--- src/source/hyp_pkg.sv ---
`default_nettype none

package hyp_pkg;

    // Operand and result widths
    localparam int unsigned op_w   = 8;
    localparam int unsigned sq_w   = 2 * op_w;
    localparam int unsigned sum_w  = sq_w + 1;         // Carry bit keeps large sums exact
    localparam int unsigned root_w = 8;                // Also the number of root trials

    // Width of the root bit-position counter
    localparam int unsigned idx_w = $clog2(root_w);

    // SAMPLE + SUM + START + 8 root cycles + PUBLISH
    localparam int unsigned loop_cycles = 12;

    // Loop states of the sequencer
    typedef enum logic [2:0] {
        SAMPLE  = 3'd0,
        SUM     = 3'd1,
        START   = 3'd2,
        ROOT    = 3'd3,
        PUBLISH = 3'd4
    } hyp_state_e;

    // One sampled operand pair
    typedef struct packed {
        logic [op_w-1:0] x;
        logic [op_w-1:0] y;
    } operands_t;

endpackage

`default_nettype wire

--- src/source/square_sum.sv ---
`timescale 1ns/10ps
`default_nettype none

module square_sum (
    input  logic                      clk,
    input  logic                      rst_n,
    input  logic                      sample,
    input  logic                      add,
    input  hyp_pkg::operands_t        operands,
    output logic [hyp_pkg::sum_w-1:0] sum
);

    import hyp_pkg::*;

    logic [sq_w-1:0]  sq_x_d;
    logic [sq_w-1:0]  sq_y_d;
    logic [sq_w-1:0]  sq_x_q;
    logic [sq_w-1:0]  sq_y_q;
    logic [sum_w-1:0] sum_d;

    // Products are formed at full square width
    always_comb begin
        sq_x_d = sq_w'(operands.x) * sq_w'(operands.x);
        sq_y_d = sq_w'(operands.y) * sq_w'(operands.y);
    end

    assign sum_d = sum_w'(sq_x_q) + sum_w'(sq_y_q);

    // Squares captured on the sample strobe
    always_ff @(posedge clk or negedge rst_n) begin
        if (!rst_n) begin
            sq_x_q <= '0;
            sq_y_q <= '0;
        end else if (sample) begin
            sq_x_q <= sq_x_d;
            sq_y_q <= sq_y_d;
        end
    end

    // Radicand stays put for the whole root search
    always_ff @(posedge clk or negedge rst_n) begin
        if (!rst_n) begin
            sum <= '0;
        end else if (add) begin
            sum <= sum_d;
        end
    end

endmodule

`default_nettype wire

--- src/source/isqrt_seq.sv ---
`timescale 1ns/10ps
`default_nettype none

module isqrt_seq (
    input  logic                       clk,
    input  logic                       rst_n,
    input  logic                       start,
    input  logic [hyp_pkg::sum_w-1:0]  sum,
    output logic [hyp_pkg::root_w-1:0] root,
    output logic                       done
);

    import hyp_pkg::*;

    logic [sum_w-1:0]    rad_q;
    logic [root_w-1:0]   root_q;
    logic [idx_w-1:0]    bit_q;
    logic                busy_q;
    logic                done_q;

    logic [sum_w-1:0]    src_rad;
    logic [root_w-1:0]   src_root;
    logic [idx_w-1:0]    src_bit;
    logic [root_w-1:0]   cand;
    logic [2*root_w-1:0] cand_sq;
    logic                keep;
    logic                step;

    assign step = start | busy_q;

    // On start the first trial runs against the fresh radicand with a cleared root
    always_comb begin
        if (start) begin
            src_rad  = sum;
            src_root = '0;
            src_bit  = idx_w'(root_w - 1);
        end else begin
            src_rad  = rad_q;
            src_root = root_q;
            src_bit  = bit_q;
        end
    end

    // Trial root with the next lower bit set
    assign cand    = src_root | (root_w'(1) << src_bit);
    assign cand_sq = (2*root_w)'(cand) * (2*root_w)'(cand);
    assign keep    = sum_w'(cand_sq) <= src_rad;

    always_ff @(posedge clk) begin
        if (start) begin
            rad_q <= sum;
        end
    end

    always_ff @(posedge clk or negedge rst_n) begin
        if (!rst_n) begin
            root_q <= '0;
            bit_q  <= '0;
            busy_q <= 1'b0;
            done_q <= 1'b0;
        end else begin
            done_q <= 1'b0;
            if (step) begin
                root_q <= keep ? cand : src_root;  // Restore when the square overshoots
                if (src_bit == '0) begin
                    // Bit 0 decided, root is final
                    busy_q <= 1'b0;
                    done_q <= 1'b1;
                end else begin
                    busy_q <= 1'b1;
                    bit_q  <= src_bit - 1'b1;
                end
            end
        end
    end

    assign root = root_q;   // Holds until the next start
    assign done = done_q;

endmodule

`default_nettype wire

--- src/source/hyp_sequencer.sv ---
`timescale 1ns/10ps
`default_nettype none

module hyp_sequencer (
    input  logic                       clk,
    input  logic                       rst_n,
    input  logic                       ena,
    input  logic                       done,
    input  logic [hyp_pkg::root_w-1:0] root,
    output logic                       sample,
    output logic                       add,
    output logic                       start,
    output logic [hyp_pkg::root_w-1:0] result
);

    import hyp_pkg::*;

    hyp_state_e state_q;
    hyp_state_e state_d;
    logic       publish;

    always_comb begin
        state_d = state_q;
        case (state_q)
            SAMPLE: begin
                if (ena) begin
                    state_d = SUM;
                end
            end
            SUM: begin
                if (ena) begin
                    state_d = START;
                end
            end
            START: begin
                if (ena) begin
                    state_d = ROOT;
                end
            end
            ROOT: begin
                // A running root always completes, ena or not
                if (done) begin
                    state_d = PUBLISH;
                end
            end
            PUBLISH: begin
                if (ena) begin
                    state_d = SAMPLE;
                end
            end
            default: state_d = SAMPLE;
        endcase
    end

    always_ff @(posedge clk or negedge rst_n) begin
        if (!rst_n) begin
            state_q <= SAMPLE;
        end else begin
            state_q <= state_d;
        end
    end

    // Strobes fire only in the cycle the state moves on
    assign sample  = ena && (state_q == SAMPLE);
    assign add     = ena && (state_q == SUM);
    assign start   = ena && (state_q == START);
    assign publish = ena && (state_q == PUBLISH);

    always_ff @(posedge clk or negedge rst_n) begin
        if (!rst_n) begin
            result <= '0;
        end else if (publish) begin
            result <= root;
        end
    end

endmodule

`default_nettype wire

--- src/source/tt_um_addon.sv ---
`timescale 1ns/10ps
`default_nettype none

module tt_um_addon (
    input  logic [7:0] ui_in,    // Operand x
    input  logic [7:0] uio_in,   // Operand y
    output logic [7:0] uo_out,   // Saturated hypotenuse
    output logic [7:0] uio_out,
    output logic [7:0] uio_oe,
    input  logic       ena,
    input  logic       clk,
    input  logic       rst_n
);

    import hyp_pkg::*;

    operands_t         operands;
    logic              sample;
    logic              add;
    logic              start;
    logic              done;
    logic [sum_w-1:0]  sum;
    logic [root_w-1:0] root;
    logic [root_w-1:0] result;

    assign operands.x = ui_in;
    assign operands.y = uio_in;

    square_sum u_square_sum (
        .clk      (clk),
        .rst_n    (rst_n),
        .sample   (sample),
        .add      (add),
        .operands (operands),
        .sum      (sum)
    );

    isqrt_seq u_isqrt (
        .clk   (clk),
        .rst_n (rst_n),
        .start (start),
        .sum   (sum),
        .root  (root),
        .done  (done)
    );

    hyp_sequencer u_seq (
        .clk    (clk),
        .rst_n  (rst_n),
        .ena    (ena),
        .done   (done),
        .root   (root),
        .sample (sample),
        .add    (add),
        .start  (start),
        .result (result)
    );

    assign uo_out = result;

    // Bidirectional pins stay inputs
    assign uio_out = 8'h00;
    assign uio_oe  = 8'h00;

endmodule

`default_nettype wire

--- config.mk ---
export PLATFORM = sky130hd
export DESIGN_NAME = tt_um_addon
export DESIGN_NICKNAME = d
export VERILOG_FILES = /design/src/source/hyp_pkg.sv /design/src/source/square_sum.sv /design/src/source/isqrt_seq.sv /design/src/source/hyp_sequencer.sv /design/src/source/tt_um_addon.sv
export SDC_FILE = /design/constraint.sdc
export NUM_CORES = 1
export LEC_CHECK = 0
export ABC_AREA = 1
export BUFFER_PORTS_ARGS = -buffer_cell sky130_fd_sc_hd__buf_2
export CAP_MARGIN = 25
export CORE_MARGIN = 4
export CORE_UTILIZATION = 50
export CTS_CLUSTER_SIZE = 30
export DETAILED_ROUTE_END_ITERATION = 16
export PLACE_DENSITY = 0.67
export SKIP_LAST_GASP = 1
export SYNTH_ARGS = -nofsm -noshare
export SYNTH_HDL_FRONTEND = slang
export SYNTH_SLANG_ARGS = --single-unit
--- constraint.sdc ---
create_clock -name clk -period 9.8 [get_ports clk]
set_input_delay 0 -clock clk [delete_from_list [all_inputs] [get_ports clk]]
set_output_delay 0 -clock clk [all_outputs]
set_load 0.01 [all_outputs]
==> flow_metrics.env <==
export IMPL_hold_path_class="in -> reg"
export IMPL_hold_depth=4
export IMPL_r2r_setup_slack_ns=3.44
export IMPL_cts_sinks=88
export IMPL_arrival_ns=6.65
export IMPL_clk_path_buf_depth=2
export IMPL_slew_violations=0
export IMPL_yosysSeqAreaShare_pct=21.89
export IMPL_drt_first_pass_iters=5
export IMPL_grt_start_max_net_pins=72
export IMPL_post_dp_hpwl_um=15760
export IMPL_drive_gt1_share_pct=6.857
export IMPL_antenna_found_initial=0
export IMPL_hold_start="ena"
export IMPL_layout_common_cells="nand2_1 (310), inv_1 (252), ha_1 (119)"
export IMPL_first_global_vias=7457
export IMPL_synth_edf_count=0
export IMPL_path_clk_slew_ns=0.07
export IMPL_synthArstFlopShare_pct=80.68
export IMPL_ys_seq_elements=88
export IMPL_synth_top_area_cell="dfrtp_1"
export IMPL_insertion_delay_ns=0.35
export IMPL_synth_area_leaders="dfrtp_1 (18%), fa_1 (16%), ha_1 (15%)"
export IMPL_area_growth_pct=6.248
export IMPL_die_w_um=147.1
export IMPL_root_buffer="clkbuf_16"
export IMPL_crit_top_cell="nand2_1"
export IMPL_routed_wl_um=19080
export IMPL_grt_ovfl_total=0
export IMPL_io_buffers=26
export IMPL_synth_top_cell_area_share_pct=18.37
export IMPL_num_io_pins=43
export IMPL_ys_types=38
export IMPL_initial_core_util_pct=51.19
export IMPL_nets=1506
export IMPL_drc=0
export IMPL_syn_inst=1278
export IMPL_grt_pass1_wl_um=33480
export IMPL_max_clock_freq_mhz=157.3
export IMPL_cts_setup_buffers=0
export IMPL_core_area_sq_mm=0.01889
export IMPL_worst_path_max_delay_cell="fa_1"
export IMPL_rr_startpoint="u_seq.state_q[2]"
export IMPL_fin_tns_setup_ns=0
export IMPL_rr_worst_depth=29
export IMPL_place_congestion=0.8841
export IMPL_die_h_um=147.1
export IMPL_critical_path_peak_fanout=32
export IMPL_skew_ns=0.009429
export IMPL_cp_required_ns=10.09
export IMPL_antenna_left=0
export IMPL_hold_path_end="u_seq.state_q[2]"
export IMPL_setup_viol_count_final=0
export IMPL_synth_ff_type="dfrtp_1"
export IMPL_grt_usage_pct=18.43
export IMPL_cts_buffers=9
export IMPL_layout_min_cycle_time_ns=6.359
export IMPL_cts_tree="built"
export IMPL_synth_area_sq_mm=0.009672
export IMPL_viasPerCell=4.884
export IMPL_slowest_delay_ns=0.55
export IMPL_end_kind="register"
export IMPL_n_antenna_cell=0
export IMPL_dr_total_vias=7609
export IMPL_avgSynthCellArea_sq_um=7.568
export IMPL_tightest_slew_ns=0.8928
export IMPL_num_rows=50
export IMPL_cp_start_kind="register"
export IMPL_hold_violations=0
export IMPL_fin_crit_sh_pct=64.89
export IMPL_maxSlewHeadroom_pct=40.48
export IMPL_reg2reg_to="u_isqrt.root[7]"
export IMPL_layout_commonest_cell="nand2_1"
export IMPL_yosysWarningCount=0
export IMPL_drv_cap=0
export IMPL_outcome="complete, no violations"
export IMPL_dieArea_sq_mm=0.02163
export IMPL_drt_iter0_drc=290
export IMPL_wl_per_cell_um=12.24
export IMPL_worstSetupPathType="reg -> reg"
export IMPL_rsz0062_at_grt="no"
export IMPL_crit_start="u_seq.state_q[2]"
export IMPL_cts_max_level=3
==> critical path, delay by kind of cell, from the launching register on <==
kind | cells | cell delay [ns]
compound gates | 5 | 0.79
flops | 1 | 0.44
buf+inv | 3 | 0.17
fa+ha+maj | 6 | 2.74
xor+xnor | 1 | 0.15
simple gates | 14 | 2.01
==> routing by layer <==
layer,vias up,track usage (%),wire [um]
met2,88,31.64,9242
met3,29,2.776,513
met4,0,4.800,384
met5,-,0,0
li1,3974,-,-
met1,3518,24.52,8935
==> worst max path at each step <==
| stage | endpoint | cells past startpoint |
|---|---|---|
| CTS | u_isqrt.root[7] | 29 |
| finish | u_isqrt.root[7] | 29 |
| global route | u_isqrt.root[0] | 29 |
| global placement | u_isqrt.root[4] | 29 |
| floorplan | u_isqrt.root[0] | 32 |
| detailed placement | u_isqrt.root[7] | 29 |
==> final cells by class <==
class	instances	area, sq um
fill	1863	8617
timing repair buffer	30	165.2
sequential	88	2117
clock inverter	7	68.82
inverter	256	960.9
clock buffer	9	225.2
tap	260	325.3
multi-input combinational	908	6414
==> cells by family after synthesis <==
family / count (synthesis) / synth area share, %
buffers and inverters: 299 / 12.46
other: 1 / 0.03877
xor gates and xnor gates: 42 / 3.803
adders and majority gates: 194 / 30.92
muxes: 8 / 0.9315
AOI/OAI and AO/OA: 147 / 8.357
and+or+nand+nor: 499 / 21.60
DFF: 88 / 21.89
==> per-stage QoR <==
| stage | setup WS, ns | hold slack [ns] | std cells | utilization (%) | area, sq um |
|---|---|---|---|---|---|
| after floorplan | 4.327 | -0.2956 | 1295 | - | 9736 |
| after global placement | 3.629 | 0.2526 | 1540 | 52.73 | 9962 |
| after detailed placement | 3.454 | 0.2544 | 1540 | 52.73 | 9962 |
| after CTS | 3.410 | 0.02406 | 1558 | 54.39 | 10280 |
| after global routing | 2.896 | 0.03609 | 1558 | 54.39 | 10280 |
| final | 3.441 | 0.02661 | 1558 | 54.39 | 10280 |
==> sequential cells by signal, indices dropped and copies added (netlist names) <==
name                 flops
u_isqrt.root             8
u_isqrt.busy_q           1
u_square_sum.sum        17
u_square_sum.sq_x_q     15
u_seq.state_q            3
u_isqrt.rad_q           17
u_square_sum.sq_y_q     15
u_isqrt.bit_q            3
u_seq.result             8
u_isqrt.done             1
==> synthesized netlist by cell type (2+ instances only) <==
cell type / n
nand2_1: 310
inv_1: 252
ha_1: 119
nor2_1: 80
fa_1: 75
dfrtp_1: 71
a21oi_1: 53
o21ai_0: 52
nand3_1: 48
xnor2_1: 26
clkbuf_1: 21
buf_4: 17
dfxtp_1: 17
nand4_1: 17
or2_2: 17
xor2_1: 16
a31oi_1: 11
nor3_1: 11
nand2_2: 10
o21ai_1: 10
mux2_2: 8
a21o_1: 7
inv_2: 4
buf_2: 3
o21a_1: 3
a211oi_1: 2
a21boi_0: 2
a22o_1: 2
buf_6: 2
nor2_2: 2
o21ai_2: 2
o21bai_1: 2
==> timing repair <==
action                    in CTS  in global routing
hold endpoints to repair      72                  0
hold buffers                   2                  0
gates resized for setup        0                  0
Power is left out: the tool's default activity adds up to more than one toggle a clock period on the data nets, which glitch-free logic cannot reach.
